[src/logic/decoder_pkg.sv]
package decoder_pkg;

    localparam int grid_width_x = 3; // rows
    localparam int grid_width_z = 3; // columns
    localparam int grid_width_u = 2; // measurement rounds held in the grid
    localparam int plane_size = grid_width_x * grid_width_z;
    localparam int pu_count = plane_size * grid_width_u;
    localparam int neighbor_count = 6;

    localparam int layer_width = $clog2(grid_width_u);
    localparam int row_width = $clog2(grid_width_x);
    localparam int col_width = $clog2(grid_width_z);

    localparam int max_weight = 2; // same weight on every edge
    localparam int link_count_width = $clog2(max_weight + 1);

    localparam int ns_edge_count = (grid_width_x - 1) * grid_width_z * grid_width_u;
    localparam int ew_edge_count = grid_width_x * (grid_width_z - 1) * grid_width_u;
    localparam int ud_edge_count = grid_width_x * grid_width_z * (grid_width_u - 1);
    localparam int edge_count = ns_edge_count + ew_edge_count + ud_edge_count;

    // layer sits on top so the smallest address is found in the oldest round
    typedef struct packed {
        logic [layer_width-1:0] layer;
        logic [row_width-1:0]   row;
        logic [col_width-1:0]   col;
    } pu_addr_t;

    typedef enum logic [1:0] {
        stage_idle,
        stage_measurement_loading,
        stage_grow,
        stage_merge
    } stage_e;

    typedef enum logic [2:0] {
        dir_north,
        dir_south,
        dir_west,
        dir_east,
        dir_down,
        dir_up
    } dir_e;

    typedef struct packed {
        logic     fully_grown;
        logic     is_boundary;
        pu_addr_t far_root; // root seen at the other end
    } link_view_t;

    typedef struct packed {
        pu_addr_t root;
        logic     defect;
        logic     touches_boundary;
    } pu_state_t;

    function automatic int pu_index(input int layer, input int row, input int col);
        return layer * plane_size + row * grid_width_z + col;
    endfunction

    function automatic pu_addr_t pu_addr_of(input int index);
        pu_addr_t addr;
        addr.layer = layer_width'(index / plane_size);
        addr.row = row_width'((index % plane_size) / grid_width_z);
        addr.col = col_width'(index % grid_width_z);
        return addr;
    endfunction

endpackage

[src/logic/cluster_parity.sv]
`timescale 1ns/10ps

module cluster_parity import decoder_pkg::*; (
    input  logic                       clk,
    input  logic                       reset,
    input  pu_state_t [pu_count-1:0]   states_i,
    output logic      [pu_count-1:0]   odd_o
);

    logic [pu_count-1:0] root_parity;   // defect parity per candidate root
    logic [pu_count-1:0] root_boundary; // any member touching a boundary
    logic [pu_count-1:0] odd_next;

    always_comb begin
        root_parity = '0;
        root_boundary = '0;
        for (int k = 0; k < pu_count; k++) begin
            for (int i = 0; i < pu_count; i++) begin
                if (states_i[i].root == pu_addr_of(k)) begin
                    root_parity[k] = root_parity[k] ^ states_i[i].defect;
                    root_boundary[k] = root_boundary[k] | states_i[i].touches_boundary;
                end
            end
        end
    end

    // each unit picks up the verdict of the cluster it belongs to
    always_comb begin
        odd_next = '0;
        for (int i = 0; i < pu_count; i++) begin
            for (int k = 0; k < pu_count; k++) begin
                if (states_i[i].root == pu_addr_of(k)) begin
                    odd_next[i] = root_parity[k] & ~root_boundary[k];
                end
            end
        end
    end

    always_ff @(posedge clk) begin
        if (reset) begin
            odd_o <= '0;
        end else begin
            odd_o <= odd_next;
        end
    end

endmodule

[src/logic/decoding_graph.sv]
`timescale 1ns/10ps

module decoding_graph import decoder_pkg::*; (
    input  logic                                 clk,
    input  logic                                 reset,
    input  stage_e                               stage_i,
    input  logic [grid_width_x*grid_width_z-1:0] measurements_i,
    input  logic                                 reset_all_edges_i,
    output logic [pu_count-1:0]                  odd_clusters_o,
    output pu_addr_t [pu_count-1:0]              roots_o,
    output logic [pu_count-1:0]                  busy_o,
    output logic [edge_count-1:0]                grown_edges_o
);

    pu_state_t  [pu_count-1:0]                     pu_states;
    link_view_t [pu_count-1:0][neighbor_count-1:0] pu_views;

    genvar gu, gr, gc;

    generate
        for (gu = 0; gu < grid_width_u; gu++) begin : layer
            for (gr = 0; gr < grid_width_x; gr++) begin : row
                for (gc = 0; gc < grid_width_z; gc++) begin : col
                    localparam int p = pu_index(gu, gr, gc);

                    logic measurement;
                    pu_state_t [neighbor_count-1:0] near_states;

                    // new round enters on top and shifts one layer down per load
                    if (gu == grid_width_u - 1)
                        assign measurement = measurements_i[gr * grid_width_z + gc];
                    else assign measurement = pu_states[p + plane_size].defect;

                    if (gr == 0) assign near_states[dir_north] = '0;
                    else assign near_states[dir_north] = pu_states[p - grid_width_z];
                    if (gr == grid_width_x - 1) assign near_states[dir_south] = '0;
                    else assign near_states[dir_south] = pu_states[p + grid_width_z];
                    if (gc == 0) assign near_states[dir_west] = '0;
                    else assign near_states[dir_west] = pu_states[p - 1];
                    if (gc == grid_width_z - 1) assign near_states[dir_east] = '0;
                    else assign near_states[dir_east] = pu_states[p + 1];
                    if (gu == 0) assign near_states[dir_down] = '0;
                    else assign near_states[dir_down] = pu_states[p - plane_size];
                    if (gu == grid_width_u - 1) assign near_states[dir_up] = '0;
                    else assign near_states[dir_up] = pu_states[p + plane_size];

                    processing_unit #(.pu_addr(pu_addr_of(p))) pu_i (
                        .clk(clk),
                        .reset(reset),
                        .stage_i(stage_i),
                        .measurement_i(measurement),
                        .odd_i(odd_clusters_o[p]),
                        .links_i(pu_views[p]),
                        .neighbor_states_i(near_states),
                        .state_o(pu_states[p]),
                        .busy_o(busy_o[p])
                    );

                    assign roots_o[p] = pu_states[p].root;
                end
            end
        end
    endgenerate

    link_mesh link_mesh_i (
        .clk(clk),
        .reset(reset),
        .stage_i(stage_i),
        .reset_all_edges_i(reset_all_edges_i),
        .states_i(pu_states),
        .odd_i(odd_clusters_o), // odd clusters request growth
        .views_o(pu_views),
        .grown_edges_o(grown_edges_o)
    );

    cluster_parity cluster_parity_i (
        .clk(clk),
        .reset(reset),
        .states_i(pu_states),
        .odd_o(odd_clusters_o)
    );

endmodule

[src/logic/link_mesh.sv]
`timescale 1ns/10ps

module link_mesh import decoder_pkg::*; (
    input  logic                                           clk,
    input  logic                                           reset,
    input  stage_e                                         stage_i,
    input  logic                                           reset_all_edges_i,
    input  pu_state_t  [pu_count-1:0]                      states_i,
    input  logic       [pu_count-1:0]                      odd_i,
    output link_view_t [pu_count-1:0][neighbor_count-1:0]  views_o,
    output logic       [edge_count-1:0]                    grown_edges_o
);

    localparam int ew_offset = ns_edge_count;
    localparam int ud_offset = ns_edge_count + ew_edge_count;
    localparam int border_count = grid_width_u * grid_width_z;

    // edge numbering inside each direction group
    function automatic int ns_index(input int layer, input int row, input int col);
        return layer * (grid_width_x - 1) * grid_width_z + row * grid_width_z + col;
    endfunction

    function automatic int ew_index(input int layer, input int row, input int col);
        return layer * grid_width_x * (grid_width_z - 1) + row * (grid_width_z - 1) + col;
    endfunction

    function automatic int ud_index(input int layer, input int row, input int col);
        return layer * plane_size + row * grid_width_z + col;
    endfunction

    link_view_t ns_a_view [ns_edge_count]; // a is the north unit
    link_view_t ns_b_view [ns_edge_count];
    link_view_t ew_a_view [ew_edge_count]; // a is the west unit
    link_view_t ew_b_view [ew_edge_count];
    link_view_t ud_a_view [ud_edge_count]; // a is the lower layer
    link_view_t ud_b_view [ud_edge_count];
    link_view_t border_view [2 * border_count]; // all north edges come before the south edges

    genvar gu, gr, gc;

    generate
        for (gu = 0; gu < grid_width_u; gu++) begin : layer
            for (gr = 0; gr < grid_width_x; gr++) begin : row
                for (gc = 0; gc < grid_width_z; gc++) begin : col
                    localparam int p = pu_index(gu, gr, gc);
                    localparam int north_slot = gu * grid_width_z + gc;
                    localparam int south_slot = border_count + north_slot;

                    if (gr < grid_width_x - 1) begin : ns
                        neighbor_link #(.boundary_link(1'b0)) link_i (
                            .clk(clk), .reset(reset), .stage_i(stage_i),
                            .reset_all_edges_i(reset_all_edges_i),
                            .a_odd_i(odd_i[p]), .b_odd_i(odd_i[p + grid_width_z]),
                            .a_root_i(states_i[p].root),
                            .b_root_i(states_i[p + grid_width_z].root),
                            .a_view_o(ns_a_view[ns_index(gu, gr, gc)]),
                            .b_view_o(ns_b_view[ns_index(gu, gr, gc)]),
                            .fully_grown_o(grown_edges_o[ns_index(gu, gr, gc)])
                        );
                    end
                    if (gc < grid_width_z - 1) begin : ew
                        neighbor_link #(.boundary_link(1'b0)) link_i (
                            .clk(clk), .reset(reset), .stage_i(stage_i),
                            .reset_all_edges_i(reset_all_edges_i),
                            .a_odd_i(odd_i[p]), .b_odd_i(odd_i[p + 1]),
                            .a_root_i(states_i[p].root), .b_root_i(states_i[p + 1].root),
                            .a_view_o(ew_a_view[ew_index(gu, gr, gc)]),
                            .b_view_o(ew_b_view[ew_index(gu, gr, gc)]),
                            .fully_grown_o(grown_edges_o[ew_offset + ew_index(gu, gr, gc)])
                        );
                    end
                    if (gu < grid_width_u - 1) begin : ud
                        neighbor_link #(.boundary_link(1'b0)) link_i (
                            .clk(clk), .reset(reset), .stage_i(stage_i),
                            .reset_all_edges_i(reset_all_edges_i),
                            .a_odd_i(odd_i[p]), .b_odd_i(odd_i[p + plane_size]),
                            .a_root_i(states_i[p].root),
                            .b_root_i(states_i[p + plane_size].root),
                            .a_view_o(ud_a_view[ud_index(gu, gr, gc)]),
                            .b_view_o(ud_b_view[ud_index(gu, gr, gc)]),
                            .fully_grown_o(grown_edges_o[ud_offset + ud_index(gu, gr, gc)])
                        );
                    end
                    // north edge of row 0 and south edge of the last row end on the boundary
                    if (gr == 0 || gr == grid_width_x - 1) begin : border
                        neighbor_link #(.boundary_link(1'b1)) link_i (
                            .clk(clk), .reset(reset), .stage_i(stage_i),
                            .reset_all_edges_i(reset_all_edges_i),
                            .a_odd_i(odd_i[p]), .b_odd_i(1'b0),
                            .a_root_i(states_i[p].root), .b_root_i('0),
                            .a_view_o(border_view[gr == 0 ? north_slot : south_slot]),
                            .b_view_o(), .fully_grown_o()
                        );
                    end

                    // steer link ends into the unit's direction slots
                    if (gr == 0) assign views_o[p][dir_north] = border_view[north_slot];
                    else assign views_o[p][dir_north] = ns_b_view[ns_index(gu, gr - 1, gc)];
                    if (gr == grid_width_x - 1)
                        assign views_o[p][dir_south] = border_view[south_slot];
                    else assign views_o[p][dir_south] = ns_a_view[ns_index(gu, gr, gc)];
                    if (gc == 0) assign views_o[p][dir_west] = '0; // no link past the row end
                    else assign views_o[p][dir_west] = ew_b_view[ew_index(gu, gr, gc - 1)];
                    if (gc == grid_width_z - 1) assign views_o[p][dir_east] = '0;
                    else assign views_o[p][dir_east] = ew_a_view[ew_index(gu, gr, gc)];
                    if (gu == 0) assign views_o[p][dir_down] = '0;
                    else assign views_o[p][dir_down] = ud_b_view[ud_index(gu - 1, gr, gc)];
                    if (gu == grid_width_u - 1) assign views_o[p][dir_up] = '0;
                    else assign views_o[p][dir_up] = ud_a_view[ud_index(gu, gr, gc)];
                end
            end
        end
    endgenerate

endmodule

[src/logic/neighbor_link.sv]
`timescale 1ns/10ps

module neighbor_link import decoder_pkg::*; #(
    parameter bit boundary_link = 1'b0
) (
    input  logic       clk,
    input  logic       reset,
    input  stage_e     stage_i,
    input  logic       reset_all_edges_i,
    input  logic       a_odd_i,
    input  logic       b_odd_i,
    input  pu_addr_t   a_root_i,
    input  pu_addr_t   b_root_i,
    output link_view_t a_view_o,
    output link_view_t b_view_o,
    output logic       fully_grown_o
);

    logic [link_count_width-1:0] growth_q;
    logic [link_count_width-1:0] grow_step;
    logic [link_count_width:0]   growth_sum;

    // one step per odd end, a boundary link has only the a end
    always_comb begin
        grow_step = {{(link_count_width-1){1'b0}}, a_odd_i};
        if (!boundary_link) begin
            grow_step = grow_step + {{(link_count_width-1){1'b0}}, b_odd_i};
        end
    end

    assign growth_sum = {1'b0, growth_q} + {1'b0, grow_step};

    always_ff @(posedge clk) begin
        if (reset) begin
            growth_q <= '0;
        end else if (reset_all_edges_i || stage_i == stage_measurement_loading) begin
            growth_q <= '0;
        end else if (stage_i == stage_grow) begin
            if (growth_sum >= (link_count_width + 1)'(max_weight)) begin
                growth_q <= link_count_width'(max_weight); // saturate
            end else begin
                growth_q <= growth_sum[link_count_width-1:0];
            end
        end
    end

    assign fully_grown_o = (growth_q == link_count_width'(max_weight));

    always_comb begin
        a_view_o.fully_grown = fully_grown_o;
        a_view_o.is_boundary = boundary_link;
        a_view_o.far_root = boundary_link ? a_root_i : b_root_i;
        b_view_o.fully_grown = boundary_link ? 1'b0 : fully_grown_o;
        b_view_o.is_boundary = 1'b0;
        b_view_o.far_root = a_root_i;
    end

endmodule

[src/logic/processing_unit.sv]
`timescale 1ns/10ps

module processing_unit import decoder_pkg::*; #(
    parameter pu_addr_t pu_addr = '0
) (
    input  logic                                   clk,
    input  logic                                   reset,
    input  stage_e                                 stage_i,
    input  logic                                   measurement_i,
    input  logic                                   odd_i,
    input  link_view_t [neighbor_count-1:0]        links_i,
    input  pu_state_t  [neighbor_count-1:0]        neighbor_states_i,
    output pu_state_t                              state_o,
    output logic                                   busy_o
);

    logic     defect_q;
    pu_addr_t root_q;
    logic     boundary_q;

    pu_addr_t root_next;
    logic     boundary_next;

    // minimum root and boundary contact over all fully grown links
    always_comb begin
        root_next = root_q;
        boundary_next = boundary_q;
        for (int d = 0; d < neighbor_count; d++) begin
            if (links_i[d].fully_grown) begin
                if (links_i[d].is_boundary) begin
                    // a boundary only absorbs a cluster that still needs pairing
                    if (odd_i) begin
                        boundary_next = 1'b1;
                    end
                end else begin
                    if (links_i[d].far_root < root_next) begin
                        root_next = links_i[d].far_root;
                    end
                    if (neighbor_states_i[d].touches_boundary) begin
                        boundary_next = 1'b1; // contact spreads across the cluster
                    end
                end
            end
        end
    end

    always_ff @(posedge clk) begin
        if (reset) begin
            defect_q <= 1'b0;
            root_q <= pu_addr;
            boundary_q <= 1'b0;
        end else begin
            case (stage_i)
                stage_measurement_loading: begin
                    defect_q <= measurement_i;
                    root_q <= pu_addr; // every unit restarts as its own cluster
                    boundary_q <= 1'b0;
                end
                stage_merge: begin
                    root_q <= root_next;
                    boundary_q <= boundary_next;
                end
                default: begin
                end
            endcase
        end
    end

    // high while this edge still changes the unit
    assign busy_o = (stage_i == stage_merge) &&
                    ((root_next != root_q) || (boundary_next != boundary_q));

    assign state_o.root = root_q;
    assign state_o.defect = defect_q; // also feeds the layer below
    assign state_o.touches_boundary = boundary_q;

endmodule

[config.mk]
export PLATFORM = sky130hd
export DESIGN_NAME = decoding_graph
export DESIGN_NICKNAME = d
export VERILOG_FILES = /design/src/logic/decoder_pkg.sv /design/src/logic/cluster_parity.sv /design/src/logic/decoding_graph.sv /design/src/logic/link_mesh.sv /design/src/logic/neighbor_link.sv /design/src/logic/processing_unit.sv
export SDC_FILE = /design/constraint.sdc
export NUM_CORES = 2
export LEC_CHECK = 0
export BUFFER_PORTS_ARGS = -buffer_cell sky130_fd_sc_hd__buf_4
export CORE_MARGIN = 3
export CORE_UTILIZATION = 30
export DETAILED_ROUTE_END_ITERATION = 10
export GPL_TIMING_DRIVEN = 0
export PLACE_DENSITY = 0.48
export SYNTH_ARGS = -nofsm -noshare
export SYNTH_HDL_FRONTEND = slang
export SYNTH_SLANG_ARGS = --single-unit
[constraint.sdc]
create_clock -name clk -period 8.9 [get_ports clk]
set_input_delay 0 -clock clk [delete_from_list [all_inputs] [get_ports clk]]
set_output_delay 0 -clock clk [all_outputs]
set_load 0.02 [all_outputs]
Word level (Yosys, flattened, before mapping)
Index checks and enable logic that the tools add are counted.

word-level totals
  register bits after elaboration = 234
  bits of input ports = 14
  output and inout bits = 159
  word-level logic and storage cells = 2761

cells by class
  add/sub/neg operators = 78
  magnitude comparators = 111
  equal/unequal tests = 390
  muxes and demuxes = 1341
  bitwise gates (word level) = 648
  reduce and logical (&&, ||, !) cells = 57

operator list
  operator                                                                             count
  1-bit two-way mux                                                                    1128
  5-bit == test, second input constant                                                 162
  5-bit two-way mux                                                                    132
  5-bit < comparator                                                                   66
  1-bit OR                                                                             306
  1-bit XOR                                                                            306
  5-bit by 3-bit == test with 1-bit output, second input constant                      54
  5-bit by 4-bit == test with 1-bit output, second input constant                      54
  5-bit one-hot mux with 2 select lines                                                18
  3-bit by 2-bit greater-or-equal comparator with 1-bit output, second input constant  45
  2-bit by 2-bit adder with 3-bit output                                               33
  2-bit == test, second input constant                                                 47
  5-bit by 1-bit == test with 1-bit output, second input constant                      18
  5-bit by 2-bit == test with 1-bit output, second input constant                      18
  5-bit zero test                                                                      18
  2-bit two-way mux                                                                    45
  5-bit != test                                                                        18
  1-bit by 1-bit adder with 2-bit output                                               33
  2-bit by 1-bit adder with 3-bit output                                               12
  1-bit one-hot mux with 2 select lines                                                18
  1-bit logical OR                                                                     19
  1-bit bitwise AND                                                                    18
  1-bit logical AND                                                                    18
  1-bit != test                                                                        18
  other kinds (4)                                                                      21

Depth between registers and ports, before layout
  word-level depth = 56
  depth in mapped cells = 47
  mapped depth without buffers = 44

Hierarchy
A second synthesis with hierarchy kept.

unflattened totals
  cells, all modules = 8562
  area total of the unflattened synthesis = 62637.6 um^2

by module, submodules not included
  module                                                                times used  cells each  area each (um^2)  sequential area each (um^2)
  cluster_parity                                                        1           2253        14124.8           360.3
  neighbor_link (link_mesh_i.layer[0].row[1].col[0].ns.link_i ...)      24          32          267.8             40.0
  neighbor_link (link_mesh_i.layer[0].row[0].col[0].border.link_i ...)  12          31          250.2             40.0
  neighbor_link (link_mesh_i.layer[0].row[0].col[0].ew.link_i ...)      9           34          284.0             40.0
  processing_unit (layer[1].row[0].col[0].pu_i)                         1           290         2227.1            140.1
  processing_unit (layer[0].row[0].col[2].pu_i)                         1           290         2169.6            140.1
  processing_unit (layer[0].row[1].col[1].pu_i)                         1           256         2026.9            140.1
  processing_unit (layer[1].row[0].col[2].pu_i)                         1           278         1998.2            140.1
  processing_unit (layer[0].row[0].col[1].pu_i)                         1           258         1994.4            140.1
  processing_unit (layer[0].row[1].col[0].pu_i)                         1           267         1983.2            140.1
  processing_unit (layer[1].row[2].col[0].pu_i)                         1           256         1980.6            140.1
  processing_unit (layer[1].row[2].col[1].pu_i)                         1           265         1949.4            140.1
  processing_unit (layer[1].row[2].col[2].pu_i)                         1           263         1946.9            140.1
  processing_unit (layer[0].row[0].col[0].pu_i)                         1           243         1918.1            140.1
  10 more rows                                                          -           -           -                 -

Worst setup path after synthesis
OpenSTA, ideal clock, no wires.

  path kind = register to output
  start point = register layer[1].row[0].col[1].pu_i.root_q, in the netlist layer[1].row[0].col[1].pu_i.state_o[3]
  end point = output busy_o[13]
  arrival = 9.058 ns
  required time = 8.900 ns
  slack = -0.158 ns
  stages on the path, launching flop included = 45
  path buffers = 3
  cells stage by stage = dfxtp_1 clkbuf_1 clkbuf_1 clkinv_1 ha_1 nor2b_1 o21a_1 o21ai_0 a21oi_1 o21ai_1 nor2_1 a21oi_1 ha_1 a21o_1 a211o_1 o41a_1 mux2i_1 inv_1 [9 not listed] o21ai_0 nand3b_1 nand2b_1 or3_1 o211ai_1 mux2i_1 ha_1 a21oi_1 nor2b_1 o21ai_0 nand2_1 nor2_1 a31oi_1 mux2i_1 xnor2_1 nor2_1 a41oi_1 buf_4

between the ends
  word-level cells in the longest chain between the ends = 18

RTL lines
  what                    line                   source
  start, declared         processing_unit.sv:18  pu_addr_t root_q;
  start signal, assigned  processing_unit.sv:50  root_q <= pu_addr;
  start signal, assigned  processing_unit.sv:56  root_q <= pu_addr;
  start signal, assigned  processing_unit.sv:60  root_q <= root_next;
  5-bit < comparator      processing_unit.sv:36  if (links_i[d].far_root < root_next) begin
  5-bit two-way mux (*)   processing_unit.sv:36
  5-bit two-way mux (*)   processing_unit.sv:29  if (links_i[d].fully_grown) begin
  5-bit < comparator      processing_unit.sv:36
  5-bit two-way mux       processing_unit.sv:36
  5-bit two-way mux (*)   processing_unit.sv:29
  5-bit < comparator      processing_unit.sv:36
  5-bit two-way mux       processing_unit.sv:36
  [2 not listed]          -
  5-bit two-way mux       processing_unit.sv:36
  5-bit two-way mux (*)   processing_unit.sv:29
  5-bit < comparator      processing_unit.sv:36
  5-bit two-way mux       processing_unit.sv:36
  5-bit two-way mux (*)   processing_unit.sv:29
  5-bit != test (*)       processing_unit.sv:71  ((root_next != root_q) || (boundary_next != boundary_q));
  1-bit logical OR (*)    processing_unit.sv:71
  1-bit logical AND (*)   processing_unit.sv:70  assign busy_o = (stage_i == stage_merge) &&
  end, declared           decoding_graph.sv:11   output logic [pu_count-1:0] busy_o,

Mark *: on every way between the ends. The rest lies on a longest branch, timed or not.

Worst setup path after layout
  start point = register layer[1].row[2].col[1].pu_i.root_q, in the netlist layer[1].row[2].col[1].pu_i.state_o[2]
  end point = output busy_o[13]

between the ends
  word-level cells in the longest chain between the ends = 15

RTL lines
  what                    line
  start, declared         processing_unit.sv:18
  start signal, assigned  processing_unit.sv:50
  start signal, assigned  processing_unit.sv:56
  start signal, assigned  processing_unit.sv:60
  5-bit < comparator      processing_unit.sv:36
  5-bit two-way mux (*)   processing_unit.sv:36
  5-bit two-way mux (*)   processing_unit.sv:29
  5-bit < comparator      processing_unit.sv:36
  5-bit two-way mux       processing_unit.sv:36
  5-bit two-way mux (*)   processing_unit.sv:29
  5-bit < comparator      processing_unit.sv:36
  5-bit two-way mux       processing_unit.sv:36
  5-bit two-way mux (*)   processing_unit.sv:29
  5-bit < comparator      processing_unit.sv:36
  5-bit two-way mux       processing_unit.sv:36
  5-bit two-way mux (*)   processing_unit.sv:29
  5-bit != test (*)       processing_unit.sv:71
  1-bit logical OR (*)    processing_unit.sv:71
  1-bit logical AND (*)   processing_unit.sv:70

Marked as above.

==> key figures <==
Run status
  • Status: finished, violations left
  • Violations in the final reports: max-capacitance violations, max-slew violations, negative setup slack

Clock network
  • Num CTS Buffers: 36
  • H-tree Lvls: 2
  • Clk slew on worst S/H paths: 70 ps
  • CTS tree: built
  • Clk root buf: clkbuf_16
  • Clk sinks: 234
  • CTS max path bufs: 3
  • Worst skew pair latency: 700 ps

Floorplanning
  • IO Count: approximately 170
  • Core ar.: 118,000 um^2
  • Die X: 352 um
  • # rows: between 100 and 150
  • Die area: between 100,000 and 150,000 um^2
  • Die Ht: around 350 um
  • Initial Util: 30.3%

Place
  • Worst slack, placed: -3210 ps
  • DP HPWL: 256 mm
  • Dpl cells: between 6,000 and 7,000
  • Routability cong.: 1.16
  • # port buffers: 172

Global route
  • First-pass GRT wire length: 417 mm
  • Vias in the first global route: 42,800
  • GRT Residual Overflow: 0
  • Antenna violations before repair: 36
  • Total track usage: between 50 and 60%
  • Largest net degree at the start of global routing: 20

Pwr
  • VDD IR-drop max: 0.138 mV
  • Leakage power: 0.0163 uW
  • PD cells: 83.0 nW/um^2

Synth
  • Post-synth EDFFs: 0
  • Area leader, netlist: dfxtp_1
  • Post-synthesis net count: 5,462
  • Most area-consuming cells after synthesis: dfxtp_1 13%, ha_1 12%, xnor2_1 6.7%
  • Post-Syn Area: between 30,000 and 40,000 um^2
  • Yosys top cell area share: 13.1%
  • Register area share after synthesis: between 10% and 20%
  • Most common cell in the synthesized netlist: nand2_1
  • Synth Area per Inst: 7.05 um^2
  • Netlist cell types: 101
  • Most frequent cells after synthesis: 570 x nand2_1, 462 x nor2_1, 336 x ha_1
  • Main synth FF type: dfxtp_1
  • Syn. warnings: 0
  • Async S/R FF share, synth: 0%
  • Synthesis-stage register bit count: 234
  • Synth Instances: 5,079

Timing
  • Final WS setup: -395 ps
  • Final Cycle Share: 104%
  • Maximum operating frequency: between 100 and 150 MHz
  • Max-slew violation count: 199
  • RSZ-0062 raised after global routing: yes
  • Min Clock Period, post-route: approximately 9300 ps
  • Final Hold Vio Count: 0
  • Setup-failing EPs final: 3
  • Slew HR: -13.7%
  • Layout Skew: between 70 and 80 ps
  • Actual slew at the worst max-slew pin: 1700 ps

Worst setup path
  • WP data arrival: 9300 ps
  • Critical-path maximum fanout: 10
  • Crit path kind: reg -> out
  • Startpoint types: flop
  • Slowest Stage Delay on Critical Path: approximately 1100 ps
  • Slowest CP cell: clkbuf_1
  • Worst path required time: 8900 ps
  • Most used cell, CP: buf_6
  • CP Capture Type: output port

Cells and area
  • Layout cell share with drive strength beyond 1: approximately 16%
  • Non-Filler Instances: 7,043
  • Fin nets: 5,835
  • Area growth, synth to finish: 21.6%

Detailed routing
  • Post-DRT Antenna Nets: 0
  • Vias per inst: roughly 6.8
  • Routed wire length: about 330 mm
  • Via Count: 47,600
  • First-pass DRT Iterations: 10
  • Post-route DRC: 0
  • Wire per inst: ~46 um
  • DR iter-0 viols: 7,654

Min path
  • Worst Hold Class: in -> reg

Flow run
  • Max-cap viol count: 28
layout by cell type (no fill, tap or decap), types with 57 or more instances in the layout:
master	synthesis	routed
nand2_1	570	569
inv_1	296	277
a22oi_1	68	68
o22ai_1	75	74
a21oi_1	334	315
nand2b_1	58	57
o21ai_0	236	216
dfxtp_1	234	194
nand3_1	212	211
a211oi_1	90	83
nor2_1	462	450
ha_1	336	324
xnor2_1	272	271
xor2_1	80	80
mux2i_1	106	86
nor2b_1	122	120
buf_4	69	383
nand4_1	123	123
clkbuf_1	250	197
nor3_1	100	97
through the flow:
stage	setup TNS [ps]	utilization [%]	hold slack (ps)	total power (uW)	instance area [um^2]
floorplan	0	-	136	1460	35800
global route	-1300	36.8	20.4	3650	43500
CTS	-465	35.9	2.82	3530	42400
global placement	-66830	33.0	255	1780	39000
detailed placement	-65850	33.3	261	1790	39300
finish	-535	36.8	9.86	3610	43500
power by group:
part | switching (uW) | internal (uW) | total [uW]
Clock | 728 | 1030 | 1760
Sequential | 32.1 | 1050 | 1090
Combinational | 543 | 225 | 767
Total | 1300 | 2310 | 3610
path summary, 6_finish.rpt:
kind,start,cells after the start,endpoint,slack [ps]
max,layer[1].row[2].col[1].pu_i.state_o[2],35,busy_o[13],-400
min,stage_i[1],5,layer[1].row[0].col[2].pu_i.defect_q,10
max reg2reg,layer[1].row[2].col[1].pu_i.state_o[2],40,layer[1].row[1].col[1].pu_i.state_o[2],170
min reg2reg,flop,2,flop,450
sequential cells by signal (all words and copies together) (netlist names):
name and flops:
cluster_parity_i.odd_o 18, layer.row.col.pu_i.boundary_q 18, layer.row.col.pu_i.defect_q 18, layer.row.col.pu_i.state_o 90
link_mesh_i.layer.row.col.border.link_i.growth_q 24, link_mesh_i.layer.row.col.ew.link_i.growth_q 24, link_mesh_i.layer.row.col.ns.link_i.growth_q 24, link_mesh_i.layer.row.col.ud.link_i.growth_q 18
worst max-delay path, delay by kind of cell (launching register included):
kind / cells / cell delay [ps]
AO/OA/AOI/OAI: 12 / 2130
XOR/XNOR: 1 / 100
adder cells (fa/ha/maj): 3 / 580
buffers and inverters: 8 / 2920
flip-flops: 1 / 690
multiplexers: 4 / 1100
AND/OR/NAND/NOR: 7 / 1010
layout make-up:
cell class | count | area [um^2]
buffer | 395 | 2130
tap | 1536 | 1920
sequential | 234 | 4800
clock buffer | 47 | 1030
clock inverter | 17 | 324
fill | 13000 | 74700
multi-input combinational | 4117 | 29100
timing repair buffer | 348 | 2790
inverter | 320 | 1340
antenna | 29 | 72.6
cells by family (layout without fill, tap and decap cells):
kind of cell / Yosys count / after routing / share of synthesized area (%)
AND/OR/NAND/NOR: 1968 / 1968 / 27.4
multiplexers: 141 / 141 / 4.09
buffers and inverters: 728 / 1127 / 8.57
adder cells (fa/ha/maj): 369 / 369 / 13.6
AO/OA/AOI/OAI: 1263 / 1263 / 23.2
XOR/XNOR: 376 / 376 / 10.1
other: 0 / 29 / 0
flip-flops: 234 / 234 / 13.1
layer usage:
| layer | up-vias | global-route usage (%) | part of all wire, % |
|---|---|---|---|
| met1 | 23400 | 60.1 | 37 |
| met5 | - | 0 | 0.10 |
| met2 | 4058 | 70.2 | 39 |
| li1 | 18900 | - | - |
| met4 | 24 | 45.4 | 11 |
| met3 | 1230 | 21.4 | 13 |
repair_timing:
item / CTS / global route
pin swaps: 40 / 56
endpoints found under the hold margin: 9 / 0
gates cloned: 0 / 1
buffers inserted: 73 / 67
gates resized for setup: 295 / 146
hold buffers: 15 / 0
setup endpoints to repair: 55 / 14
Power figures use the tool's default switching activity.
